[src/source/riscv_config.svh]
`ifndef RISCV_CONFIG_SVH
`define RISCV_CONFIG_SVH

// ------------------------------------------------------------
// Datapath sizing
// ------------------------------------------------------------

// Data and address width of the core
`define XLEN 32

// Architectural integer registers
`define REG_COUNT 32

// Bits needed to name one register
`define REG_ADDR_W 5

`endif

[src/source/datapathCtrlPkg.sv]
`default_nettype none

package datapathCtrlPkg;

    // ------------------------------------------------------------
    // ALU operation select
    // ------------------------------------------------------------
    typedef enum logic [3:0] {
        aluAdd  = 4'd0,
        aluSub  = 4'd1,
        aluSll  = 4'd2,
        aluSlt  = 4'd3,
        aluSltu = 4'd4,
        aluXor  = 4'd5,
        aluSrl  = 4'd6,
        aluSra  = 4'd7,
        aluOr   = 4'd8,
        aluAnd  = 4'd9
    } aluOpT;

    // ------------------------------------------------------------
    // Writeback source for rd
    // ------------------------------------------------------------
    typedef enum logic [2:0] {
        // OP, OP-IMM
        wbAlu   = 3'd0,
        // Loads
        wbMem   = 3'd1,
        // Link address of JAL and JALR
        wbPc4   = 3'd2,
        // LUI
        wbImm   = 3'd3,
        // AUIPC
        wbPcImm = 3'd4
    } wbSelT;

endpackage

`default_nettype wire

[src/source/riscvIsaPkg.sv]
`default_nettype none

`include "riscv_config.svh"

package riscvIsaPkg;

    // ------------------------------------------------------------
    // Major opcodes, inst[6:0]
    // ------------------------------------------------------------
    typedef enum logic [6:0] {
        opcLui    = 7'b0110111,
        opcAuipc  = 7'b0010111,
        opcJal    = 7'b1101111,
        opcJalr   = 7'b1100111,
        opcBranch = 7'b1100011,
        opcLoad   = 7'b0000011,
        opcStore  = 7'b0100011,
        opcOpImm  = 7'b0010011,
        opcOp     = 7'b0110011,
        opcSystem = 7'b1110011
    } opcodeT;

    // Branch conditions, inst[14:12]
    localparam logic [2:0] f3Beq  = 3'b000;
    localparam logic [2:0] f3Bne  = 3'b001;
    localparam logic [2:0] f3Blt  = 3'b100;
    localparam logic [2:0] f3Bge  = 3'b101;
    localparam logic [2:0] f3Bltu = 3'b110;
    localparam logic [2:0] f3Bgeu = 3'b111;

    // Integer ops, shared by OP and OP-IMM
    localparam logic [2:0] f3AddSub = 3'b000;
    localparam logic [2:0] f3Sll    = 3'b001;
    localparam logic [2:0] f3Slt    = 3'b010;
    localparam logic [2:0] f3Sltu   = 3'b011;
    localparam logic [2:0] f3Xor    = 3'b100;
    localparam logic [2:0] f3SrlSra = 3'b101;
    localparam logic [2:0] f3Or     = 3'b110;
    localparam logic [2:0] f3And    = 3'b111;

    // ABI registers used by the ecall convention
    localparam logic [`REG_ADDR_W-1:0] regA0 = `REG_ADDR_W'd10;
    localparam logic [`REG_ADDR_W-1:0] regA7 = `REG_ADDR_W'd17;

endpackage

`default_nettype wire

[src/source/ctrlIf.sv]
`timescale 1ns/10ps
`default_nettype none

interface ctrlIf;
    import datapathCtrlPkg::*;

    // Writeback side
    logic  regWrite;
    wbSelT wbSel;

    // Data memory strobes
    logic  memRead;
    logic  memWrite;

    // Execute side
    logic  aluSrc;
    aluOpT aluOp;
    logic  isBranch;
    logic  isJump;

    modport ctrl (output regWrite, wbSel, memRead, memWrite, aluSrc, aluOp, isBranch, isJump);
    modport wb   (input regWrite, wbSel);
    modport exec (input aluSrc, aluOp, isBranch, isJump);

endinterface

`default_nettype wire

[src/source/alu.sv]
`timescale 1ns/10ps
`default_nettype none

`include "riscv_config.svh"

module alu (
    input  logic [`XLEN-1:0] inst,
    input  logic [`XLEN-1:0] rdata1,
    input  logic [`XLEN-1:0] rdata2,
    input  logic [`XLEN-1:0] imm32,
    ctrlIf.exec              ctrl,
    output logic [`XLEN-1:0] aluResult,
    output logic             branchTaken
);
    import riscvIsaPkg::*;
    import datapathCtrlPkg::*;

    logic [`XLEN-1:0]         opB;
    logic [`XLEN-1:0]         rawResult;
    logic [$clog2(`XLEN)-1:0] shamt;
    logic [2:0]               funct3;
    logic                     condMet;

    // Operand B mux
    assign opB    = ctrl.aluSrc ? imm32 : rdata2;
    assign shamt  = opB[$clog2(`XLEN)-1:0];
    assign funct3 = inst[14:12];

    // ------------------------------------------------------------
    // Arithmetic and logic
    // ------------------------------------------------------------
    always_comb begin
        case (ctrl.aluOp)
            aluSub:  rawResult = rdata1 - opB;
            aluSll:  rawResult = rdata1 << shamt;
            aluSlt:  rawResult = ($signed(rdata1) < $signed(opB)) ? `XLEN'd1 : '0;
            aluSltu: rawResult = (rdata1 < opB) ? `XLEN'd1 : '0;
            aluXor:  rawResult = rdata1 ^ opB;
            aluSrl:  rawResult = rdata1 >> shamt;
            aluSra:  rawResult = $signed(rdata1) >>> shamt;
            aluOr:   rawResult = rdata1 | opB;
            aluAnd:  rawResult = rdata1 & opB;
            default: rawResult = rdata1 + opB;
        endcase
    end

    // Jump target is halfword aligned
    assign aluResult = ctrl.isJump ? {rawResult[`XLEN-1:1], 1'b0} : rawResult;

    // ------------------------------------------------------------
    // Branch compare on the two register reads
    // ------------------------------------------------------------
    always_comb begin
        case (funct3)
            f3Beq:   condMet = (rdata1 == rdata2);
            f3Bne:   condMet = (rdata1 != rdata2);
            f3Blt:   condMet = ($signed(rdata1) < $signed(rdata2));
            f3Bge:   condMet = ($signed(rdata1) >= $signed(rdata2));
            f3Bltu:  condMet = (rdata1 < rdata2);
            f3Bgeu:  condMet = (rdata1 >= rdata2);
            default: condMet = 1'b0;
        endcase
    end

    assign branchTaken = ctrl.isBranch && condMet;

endmodule

`default_nettype wire

[src/source/controlUnit.sv]
`timescale 1ns/10ps
`default_nettype none

`include "riscv_config.svh"

module controlUnit (
    input  logic [`XLEN-1:0] inst,
    ctrlIf.ctrl              ctrl,
    output logic             ecallValid
);
    import riscvIsaPkg::*;
    import datapathCtrlPkg::*;

    opcodeT     opcode;
    logic [2:0] funct3;
    logic       funct7b5;
    aluOpT      functOp;

    assign opcode   = opcodeT'(inst[6:0]);
    assign funct3   = inst[14:12];
    // Selects SUB and SRA/SRAI
    assign funct7b5 = inst[30];

    // ------------------------------------------------------------
    // Integer op from funct3 and funct7
    // ------------------------------------------------------------
    always_comb begin
        case (funct3)
            // Immediate form has no subtract
            f3AddSub: functOp = ((opcode == opcOp) && funct7b5) ? aluSub : aluAdd;
            f3Sll:    functOp = aluSll;
            f3Slt:    functOp = aluSlt;
            f3Sltu:   functOp = aluSltu;
            f3Xor:    functOp = aluXor;
            f3SrlSra: functOp = funct7b5 ? aluSra : aluSrl;
            f3Or:     functOp = aluOr;
            default:  functOp = aluAnd;
        endcase
    end

    // ------------------------------------------------------------
    // Main decode
    // ------------------------------------------------------------
    always_comb begin
        // Safe defaults, no write and no strobe
        ctrl.regWrite = 1'b0;
        ctrl.wbSel    = wbAlu;
        ctrl.memRead  = 1'b0;
        ctrl.memWrite = 1'b0;
        ctrl.aluSrc   = 1'b0;
        ctrl.aluOp    = aluAdd;
        ctrl.isBranch = 1'b0;
        ctrl.isJump   = 1'b0;
        case (opcode)
            opcLui: begin
                ctrl.regWrite = 1'b1;
                ctrl.wbSel    = wbImm;
            end
            opcAuipc: begin
                ctrl.regWrite = 1'b1;
                ctrl.wbSel    = wbPcImm;
            end
            opcJal, opcJalr: begin
                // ALU forms the JALR target
                ctrl.regWrite = 1'b1;
                ctrl.wbSel    = wbPc4;
                ctrl.aluSrc   = 1'b1;
                ctrl.isJump   = 1'b1;
            end
            opcBranch: begin
                ctrl.aluOp    = aluSub;
                ctrl.isBranch = 1'b1;
            end
            opcLoad: begin
                ctrl.regWrite = 1'b1;
                ctrl.wbSel    = wbMem;
                ctrl.memRead  = 1'b1;
                ctrl.aluSrc   = 1'b1;
            end
            opcStore: begin
                ctrl.memWrite = 1'b1;
                ctrl.aluSrc   = 1'b1;
            end
            opcOpImm: begin
                ctrl.regWrite = 1'b1;
                ctrl.aluSrc   = 1'b1;
                ctrl.aluOp    = functOp;
            end
            opcOp: begin
                ctrl.regWrite = 1'b1;
                ctrl.aluOp    = functOp;
            end
            // SYSTEM and unknown opcodes keep the defaults
            default: ;
        endcase
    end

    // ECALL has an all-zero immediate, EBREAK does not
    assign ecallValid = (opcode == opcSystem) && (inst[31:20] == 12'd0);

endmodule

`default_nettype wire

[src/source/decoder.sv]
`timescale 1ns/10ps
`default_nettype none

`include "riscv_config.svh"

module decoder (
    input  logic             clk,
    input  logic             reset,
    input  logic [`XLEN-1:0] inst,
    input  logic [`XLEN-1:0] pc,
    input  logic [`XLEN-1:0] aluResult,
    input  logic [`XLEN-1:0] memReadData,
    ctrlIf.wb                ctrl,
    output logic [`XLEN-1:0] rdata1,
    output logic [`XLEN-1:0] rdata2,
    output logic [`XLEN-1:0] imm32,
    output logic [`XLEN-1:0] ecallCode,
    output logic [`XLEN-1:0] ecallA0
);
    import datapathCtrlPkg::*;

    logic [`REG_ADDR_W-1:0] rs1;
    logic [`REG_ADDR_W-1:0] rs2;
    logic [`REG_ADDR_W-1:0] rd;
    logic [`XLEN-1:0]       pc4;
    logic [`XLEN-1:0]       wdata;

    // Register fields sit at fixed positions in every format
    assign rs1 = inst[19:15];
    assign rs2 = inst[24:20];
    assign rd  = inst[11:7];

    // Link address
    assign pc4 = pc + `XLEN'd4;

    // ------------------------------------------------------------
    // Writeback mux
    // ------------------------------------------------------------
    always_comb begin
        case (ctrl.wbSel)
            wbPc4:   wdata = pc4;
            wbImm:   wdata = imm32;
            wbPcImm: wdata = pc + imm32;
            wbMem:   wdata = memReadData;
            default: wdata = aluResult;
        endcase
    end

    registerFile regFile_i (
        .clk      (clk),
        .reset    (reset),
        .raddr1   (rs1),
        .raddr2   (rs2),
        .waddr    (rd),
        .wdata    (wdata),
        .regWrite (ctrl.regWrite),
        .rdata1   (rdata1),
        .rdata2   (rdata2),
        .a7Data   (ecallCode),
        .a0Data   (ecallA0)
    );

    immGen immGen_i (
        .inst  (inst),
        .imm32 (imm32)
    );

endmodule

`default_nettype wire

[src/source/immGen.sv]
`timescale 1ns/10ps
`default_nettype none

`include "riscv_config.svh"

module immGen (
    input  logic [`XLEN-1:0] inst,
    output logic [`XLEN-1:0] imm32
);
    import riscvIsaPkg::*;

    opcodeT opcode;
    logic   signBit;

    assign opcode  = opcodeT'(inst[6:0]);
    // Every format keeps its sign in bit 31
    assign signBit = inst[31];

    always_comb begin
        case (opcode)
            // I-type
            opcOpImm, opcLoad, opcJalr, opcSystem: begin
                imm32 = {{(`XLEN-12){signBit}}, inst[31:20]};
            end
            // S-type, split field
            opcStore: begin
                imm32 = {{(`XLEN-12){signBit}}, inst[31:25], inst[11:7]};
            end
            // B-type, halfword offset
            opcBranch: begin
                imm32 = {{(`XLEN-12){signBit}}, inst[7], inst[30:25], inst[11:8], 1'b0};
            end
            // U-type, upper 20 bits
            opcLui, opcAuipc: begin
                imm32 = {{(`XLEN-32){signBit}}, inst[31:12], 12'b0};
            end
            // J-type
            opcJal: begin
                imm32 = {{(`XLEN-20){signBit}}, inst[19:12], inst[20], inst[30:21], 1'b0};
            end
            // R-type and unknown opcodes carry no immediate
            default: imm32 = '0;
        endcase
    end

endmodule

`default_nettype wire

[src/source/registerFile.sv]
`timescale 1ns/10ps
`default_nettype none

`include "riscv_config.svh"

module registerFile (
    input  logic                   clk,
    input  logic                   reset,
    input  logic [`REG_ADDR_W-1:0] raddr1,
    input  logic [`REG_ADDR_W-1:0] raddr2,
    input  logic [`REG_ADDR_W-1:0] waddr,
    input  logic [`XLEN-1:0]       wdata,
    input  logic                   regWrite,
    output logic [`XLEN-1:0]       rdata1,
    output logic [`XLEN-1:0]       rdata2,
    output logic [`XLEN-1:0]       a7Data,
    output logic [`XLEN-1:0]       a0Data
);
    import riscvIsaPkg::*;

    logic [`XLEN-1:0] regs [`REG_COUNT];

    // ------------------------------------------------------------
    // Write port
    // ------------------------------------------------------------
    always_ff @(posedge clk) begin
        if (reset) begin
            for (int i = 0; i < `REG_COUNT; i++) begin
                regs[i] <= '0;
            end
        end else if (regWrite && (waddr != '0)) begin
            // x0 never takes a write
            regs[waddr] <= wdata;
        end
    end

    // ------------------------------------------------------------
    // Read ports, combinational
    // ------------------------------------------------------------
    // x0 keeps its reset value of zero
    assign rdata1 = regs[raddr1];
    assign rdata2 = regs[raddr2];

    // Ecall taps, service code and first argument
    assign a7Data = regs[regA7];
    assign a0Data = regs[regA0];

endmodule

`default_nettype wire

[src/source/riscvDatapath.sv]
`timescale 1ns/10ps
`default_nettype none

`include "riscv_config.svh"

module riscvDatapath (
    input  logic             clk,
    input  logic             reset,
    input  logic [`XLEN-1:0] inst,
    input  logic [`XLEN-1:0] pc,
    input  logic [`XLEN-1:0] memReadData,
    output logic [`XLEN-1:0] aluResult,
    output logic [`XLEN-1:0] storeData,
    output logic             memRead,
    output logic             memWrite,
    output logic             branchTaken,
    output logic             ecallValid,
    output logic [`XLEN-1:0] ecallCode,
    output logic [`XLEN-1:0] ecallA0
);

    // Control levels from decode to writeback and execute
    ctrlIf ctrlBus ();

    logic [`XLEN-1:0] rdata1;
    logic [`XLEN-1:0] rdata2;
    logic [`XLEN-1:0] imm32;

    // ------------------------------------------------------------
    // Decode, register file and writeback
    // ------------------------------------------------------------
    decoder decoder_i (
        .clk         (clk),
        .reset       (reset),
        .inst        (inst),
        .pc          (pc),
        .aluResult   (aluResult),
        .memReadData (memReadData),
        .ctrl        (ctrlBus.wb),
        .rdata1      (rdata1),
        .rdata2      (rdata2),
        .imm32       (imm32),
        .ecallCode   (ecallCode),
        .ecallA0     (ecallA0)
    );

    controlUnit controlUnit_i (
        .inst       (inst),
        .ctrl       (ctrlBus.ctrl),
        .ecallValid (ecallValid)
    );

    // Execute
    alu alu_i (
        .inst        (inst),
        .rdata1      (rdata1),
        .rdata2      (rdata2),
        .imm32       (imm32),
        .ctrl        (ctrlBus.exec),
        .aluResult   (aluResult),
        .branchTaken (branchTaken)
    );

    // Memory side
    assign storeData = rdata2;
    assign memRead   = ctrlBus.memRead;
    assign memWrite  = ctrlBus.memWrite;

endmodule

`default_nettype wire

[config.mk]
export PLATFORM = sky130hd
export DESIGN_NAME = riscvDatapath
export DESIGN_NICKNAME = d
export VERILOG_FILES = /design/src/source/datapathCtrlPkg.sv /design/src/source/riscvIsaPkg.sv /design/src/source/ctrlIf.sv /design/src/source/alu.sv /design/src/source/controlUnit.sv /design/src/source/decoder.sv /design/src/source/immGen.sv /design/src/source/registerFile.sv /design/src/source/riscvDatapath.sv
export VERILOG_INCLUDE_DIRS = /design/src /design/src/source
export SDC_FILE = /design/constraint.sdc
export NUM_CORES = 2
export LEC_CHECK = 0
export BUFFER_PORTS_ARGS = -buffer_cell sky130_fd_sc_hd__buf_2
export CORE_MARGIN = 4
export CORE_UTILIZATION = 60
export CTS_CLUSTER_SIZE = 28
export DETAILED_ROUTE_END_ITERATION = 12
export HOLD_SLACK_MARGIN = 0.1
export PLACE_DENSITY = 0.83
export SETUP_SLACK_MARGIN = 0.02
export SYNTH_ARGS = -nofsm -noshare
export SYNTH_HDL_FRONTEND = slang
export SYNTH_HIERARCHICAL = 1
export SYNTH_SLANG_ARGS = --single-unit
[constraint.sdc]
create_clock -name clk -period 7.6 [get_ports clk]
set_clock_uncertainty 0.15 [all_clocks]
set_input_delay 0.76 -clock clk [delete_from_list [all_inputs] [get_ports clk]]
set_output_delay 0.76 -clock clk [all_outputs]
set_load 0.05 [all_outputs]
## After elaboration in Yosys (flattened, before gate mapping)

Memories as Yosys holds them, arrays and structs flattened.
Index checks and enable logic that the tools add are counted.
W data, S select, Z words.

- Div/mod/pow operators: 0
- Equality and inequality tests: 32
- Bitwise logic cells: 3
- Add/subtract/negate cells: 4
- Shift operators: 3
- Multiplexer cells: 27
- Magnitude comparators: 6
- Multiply operators: 0
- Reductions and logical operators: 14

Operator list:

| cell | number |
|---|---|
| $pmux W32 S9 | 1 |
| $pmux W32 S5 | 1 |
| $lt A32 B32 Y1 | 4 |
| $pmux W32 S4 | 1 |
| $add A32 B32 Y32 | 2 |
| $ge A32 B32 Y1 | 2 |
| $mux W32 | 2 |
| $add A32 B3 Y32 const B | 1 |
| $and A32 B32 Y32 | 1 |
| $eq A32 B32 Y1 | 1 |
| $ne A32 B32 Y1 | 1 |
| $or A32 B32 Y32 | 1 |
| $reduce_or A32 Y1 | 1 |
| $shl A32 B5 Y32 | 1 |
| $shr A32 B5 Y32 | 1 |
| $sshr A32 B5 Y32 | 1 |
| $sub A32 B32 Y32 | 1 |
| $xor A32 B32 Y32 | 1 |
| $eq A7 B7 Y1 const B | 4 |
| $pmux W4 S7 | 1 |
| $eq A7 B6 Y1 const B | 3 |
| $mux W1 | 17 |
| $eq A4 B3 Y1 const B | 4 |
| $eq A3 B3 Y1 const B | 5 |
| other kinds (19) | 31 |

- Flip-flop bits (word level): 0
- Bits in latches: 0
- Bits in read-only memories: 0
- Logic and storage cells: 90
- Memories: 1
- Memory bits (writable): 1024
- Output and inout bits: 132

Memory list:

| memory | depth | width | read ports | clocked after memory_dff | write ports | RTL line | source |
|---|---|---|---|---|---|---|---|
| decoder_i.regFile_i.regs | 32 | 32 | 4 | 0 | 32 | registerFile.sv:21 | `` logic [`XLEN-1:0] regs [`REG_COUNT]; `` |

## Logic depth before layout (Yosys ltp)

- Word-level depth: 10
- Gate-level depth with buffers: 32
- Mapped depth without buffers: 25

## Hierarchy

Netlist, hierarchy kept.

By module, submodules not included:

| module | cells an instance | instances | area each (um^2) |
|---|---|---|---|
| registerFile | 4605 | 1 | 55904.9 |
| alu | 1532 | 1 | 10053.4 |
| decoder | 519 | 1 | 3557.2 |
| immGen | 59 | 1 | 442.9 |
| controlUnit | 47 | 1 | 295.3 |

## Worst setup path after synthesis

Ideal clock, no wire load.

- Kind: input to register
- From: input port inst[21]
- To: memory decoder_i/regFile_i/regs[10][20] (netlist bit) (data pin)
- Stages on the path: 28
- Data required time: 7.319 ns
- Arrival: 7.500 ns
- Slack: -0.181 ns
- Library setup time: 0.131 ns
- Path buffers: 7
- Path through: buf_2 buf_2 buf_4 mux2i_1 a21oi_1 a31oi_1 nand3_1 mux2i_4 inv_2 buf_2 buf_1 ha_1 buf_2 nor2b_1 o21ai_0 a21o_1 a21o_1 a21boi_1 a21boi_0 o21ba_2 o22ai_1 o221a_2 o21ai_0 mux4_2 nor2_1 a21oi_1 clkbuf_1 and2_1

RTL lines:

| what | RTL line | source |
|---|---|---|
| from (decl) | riscvDatapath.sv:9 | `` input logic [`XLEN-1:0] inst, `` |
| to (decl) | registerFile.sv:21 |  |

## Worst setup path after layout

- From: input port inst[21]
- To: output port aluResult[31]

- Longest elaborated chain between the ends: 4

Ends and longest elaborated chain:

| what | RTL line | source |
|---|---|---|
| $mem_v2 Z32 W32 / $pmux W32 S5 (equally long branches) | - |  |
| $mux W32 (*) | alu.sv:25 | `assign opB = ctrl.aluSrc ? imm32 : rdata2;` |
| $add A32 B32 Y32 (tied with other cells) | alu.sv:43 | `default: rawResult = rdata1 + opB;` |
| $pmux W32 S9 (*) | alu.sv:33 | `case (ctrl.aluOp)` |
| to (decl) | riscvDatapath.sv:12 | `` output logic [`XLEN-1:0] aluResult, `` |

Every way passes the cells marked *; elsewhere a longest branch is shown, timed or not.

==> summary.md <==
| Metric | Value |
|---|---|
| Worst Slack Setup Final | -0.1393 ns |
| CTS HTree Levels | 3 |
| Hold WC Path Type | in -> reg |
| Filler Cells Inserted | around 8,500 |
| Worst vdd ir | between 0.2 and 0.25 mV |
| Hold endpoint | decoder_i/regFile_i/regs[28][2]$_SDFFCE_PN0P_ |
| Worst slew margin relative to its limit | 0.06021 |
| Hold_sp | pc[2] |
| Share of layout cells above drive strength 1 | 0.1520 |
| Antenna violations before repair | 28 |
| Total wire length | approximately 290 mm |
| Synthesized cell area | ~70,000 um2 |
| Die width | around 350 um |
| Largest Register | decoder_i/regFile_i/regs |
| CTS sink count | around 1,000 |
| Clock Latency Late Sink | 0.73 ns |
| Synth unique cells | between 100 and 150 |
| Top flop regs | decoder_i/regFile_i/regs (1024) |
| Cts hold-fix bufs | 0 |
| Fin. max-slew vios | 0 |
| Rows | about 130 |
| CTS buffer count | between 100 and 150 |
| Cells after synthesis | 6,762 |
| Crit path DAT | 6.83 ns |
| Post-route DRC | 0 |
| Core box area | ~120,000 um2 |
| Max reg flops | about 1,000 |
| Synth-to-layout area growth | 12.89% |
| Total of max-cap violations | 0 |
| Pwr dens | 231.9 nW/um2 |
| Setup CP Type | in -> out |
| Fin Hold WS | 0.8362 ns |
| Hold depth | 6 |
| Beginning of the worst register-to-register path | decoder_i/regFile_i/regs[17][5]$_SDFFCE_PN0P_ |
| Post-synth EDFFs | between 1,000 and 1,500 |
| Final Setup Violations | 2 |
| Min Tclk post-route | just under 8 ns |
| Remaining antenna violation count | 0 |
| CP startpoint kind | input pin |
| Outcome | finished with violations |
| LEAKAGE | 33.45 nW |
| Ys async rst share | 0 |
| Failing checks | negative setup slack |
| Detailed placement HPWL | about 200 mm |
| Ports | 230 |
| RSZ-0062 raised after global routing | false |
| WL/cell | about 33 um |
| DRT Pass-1 Iters | 9 |
| Worst Path Max Fanout | 38 |
| IO buf count | 229 |
| Clock-pin slew on the worst setup and hold paths | around 0.06 ns |
| Final Non-Filler Cells | slightly below 9,000 |
| Required @ worst endpoint | 6.69 ns |
| Sequential cell area fraction in the yosys report | 0.4377 |
| Vias | roughly 60,000 |
| Placed Cells incl. Taps | between 8,000 and 9,000 |
| DR vias/cell | 7.074 |
| Fmax | ~0.13 GHz |
| Dominant synthesized flop cell | edfxtp_1 |
| Die Area | approximately 120,000 um2 |
| Yosys warning count | 6 |
| Final Cycle Share | 1.018 |
| Largest net degree at the start of global routing | between 70 and 80 |
| Vias in the first global route | roughly 60,000 |
| Nets | around 7,400 |
| Overflow after GRT | 0 |
| DR iter-0 viols | around 11,000 |
| Reg2reg path depth | 22 |
| Starting density of the core | 0.6046 |
| Reg2reg setup slack | 0.91 ns |
| Total track usage | 0.4526 |
| Synthesis-stage register bit count | 1,024 |
| TritonCTS clock tree | done |
| Avg Cell Area, Syn | slightly above 10 um2 |
| Deepest clock path buffer count | 3 |
| CP Capture Type | output port |
| Die Y | 350.2 um |
| CTS root buf | clkbuf_16 |
| Final number of hold-violating endpoints | 0 |
| First-pass GRT wire length | 403.3 mm |
| GPL Wtd Cong | between 1 and 1.5 |
| RR Endpoint | decoder_i/regFile_i/regs[8][31]$_SDFFCE_PN0P_ |
| Tightest Pin Transition | ~1.4 ns |
cell usage in the layout (no fill, tap or decap), types with 106 or more instances in the layout:
master and instances:
edfxtp_1 1024, nor3_1 106, ha_1 182, buf_2 217
nand3_1 243, buf_4 435, a21oi_1 362, mux2i_1 1130
nor2_1 217, o21ai_0 154, nand2_1 413, and2_1 1006
a22oi_1 206, a22o_1 133, inv_1 147
layout make-up:
class                           count  area [um2]  area share
Tap cell                         1524        1907     0.02404
Sequential cell                  1024       30750      0.3877
Inverter                          152       570.5    0.007194
Clock buffer                      121        2645     0.03335
Timing Repair Buffer              745        6203     0.07822
Multi-Input combinational cell   5044       36600      0.4615
Clock inverter                     58       573.1    0.007225
Antenna cell                       25       62.56   0.0007888
power breakdown:
part / internal [mW] / total (mW) / switching [mW]
logic: 2.23 / 6.85 / 4.62
clock network: 2.84 / 5.00 / 2.16
registers: 6.42 / 6.55 / 0.129
total: 11.5 / 18.4 / 6.91
per-stage QoR:
| step | TNS, ns | util | power, mW | worst slack, ns | instance area, um2 |
|---|---|---|---|---|---|
| finish | -0.1925 | 0.6825 | 18.40 | -0.1393 | 79310 |
| global route | 0 | 0.6820 | 18.75 | 0.01816 | 79250 |
| CTS | 0 | 0.6815 | 18.00 | 0.09192 | 79190 |
| detailed placement | 0 | 0.6538 | 13.11 | 0.06171 | 75980 |
| global placement | -0.0003273 | 0.6538 | 13.02 | -0.0003273 | 75980 |
| floorplan | 0 | - | 10.00 | 0.04403 | 70380 |
worst max-delay path by stage:
stage                                                     endpoint     start  cells past startpoint
finish                                               aluResult[31]  inst[21]                     22
global route                                         aluResult[31]  inst[21]                     22
global placement    decoder_i/regFile_i/regs[10][28]$_SDFFCE_PN0P_  inst[20]                     26
detailed placement  decoder_i/regFile_i/regs[31][31]$_SDFFCE_PN0P_  inst[20]                     26
CTS                                                  aluResult[31]  inst[20]                     23
floorplan           decoder_i/regFile_i/regs[10][22]$_SDFFCE_PN0P_  inst[21]                     28
metal layers:
| metal | global-route usage | up-vias | wire [um] |
|---|---|---|---|
| li1 | - | 25410 | - |
| met2 | 0.6582 | 5395 | 119000 |
| met3 | 0.1732 | 1325 | 45920 |
| met5 | 0 | - | 79 |
| met1 | 0.5674 | 29350 | 98810 |
| met4 | 0.2865 | 12 | 23280 |
kinds of logic after synthesis:
| group | after synthesis | synth area share |
|---|---|---|
| compound gates | 1346 | 0.1288 |
| buf+inv | 725 | 0.04736 |
| xor+xnor | 84 | 0.01047 |
| simple gates | 2234 | 0.1725 |
| other cells | 1 | 0.00005338 |
| fa+ha+maj | 186 | 0.03341 |
| flops | 1024 | 0.4377 |
| mux | 1162 | 0.1697 |
synthesized netlist by cell type (37+ instances only):
library cell  number  area share
buf_4             78      0.0083
o211ai_1          46      0.0049
o21ai_0          169       0.012
a21oi_1          372       0.027
a22oi_1          206       0.022
edfxtp_1        1024        0.44
a31oi_1           89      0.0079
clkbuf_1         317       0.017
nor2_1           236       0.013
o21a_1            45      0.0048
xnor2_1           47      0.0059
nand3_1          243       0.017
or2_2             39      0.0035
and2_1          1008       0.090
nand2_1          413       0.022
a21o_1            58      0.0062
nor3_1           109      0.0078
ha_1             182       0.032
inv_1            147      0.0079
xor2_1            37      0.0046
mux2i_1         1130        0.16
buf_2            104      0.0074
a22o_1           133       0.017
buf_1             38      0.0020
repair_timing:
| item | 4_1_cts | 5_1_grt |
|---|---|---|
| setup endpoints to repair | 0 | 5 |
| setup buffers | 0 | 3 |
| resized for setup | 0 | 1 |
critical path: stages:
cell and delay, ns:
buf_8 0.30, buf_12 0.25, buf_12 0.29, buf_4 0.31
mux2i_1 0.12, a22oi_1 0.20, nand3_1 0.46, nand3_1 0.50
inv_1 0.21, o21a_1 0.34, ha_1 0.58, o21ai_0 0.18
a21oi_1 0.17, nor2_1 0.05, a311oi_1 0.30, buf_4 0.17
o211ai_1 0.08, a21oi_1 0.21, mux2i_1 0.40, a2bb2oi_2 0.44
buf_4 0.21, buf_12 0.13
No activity file was read; power rests on OpenSTA's default activity.
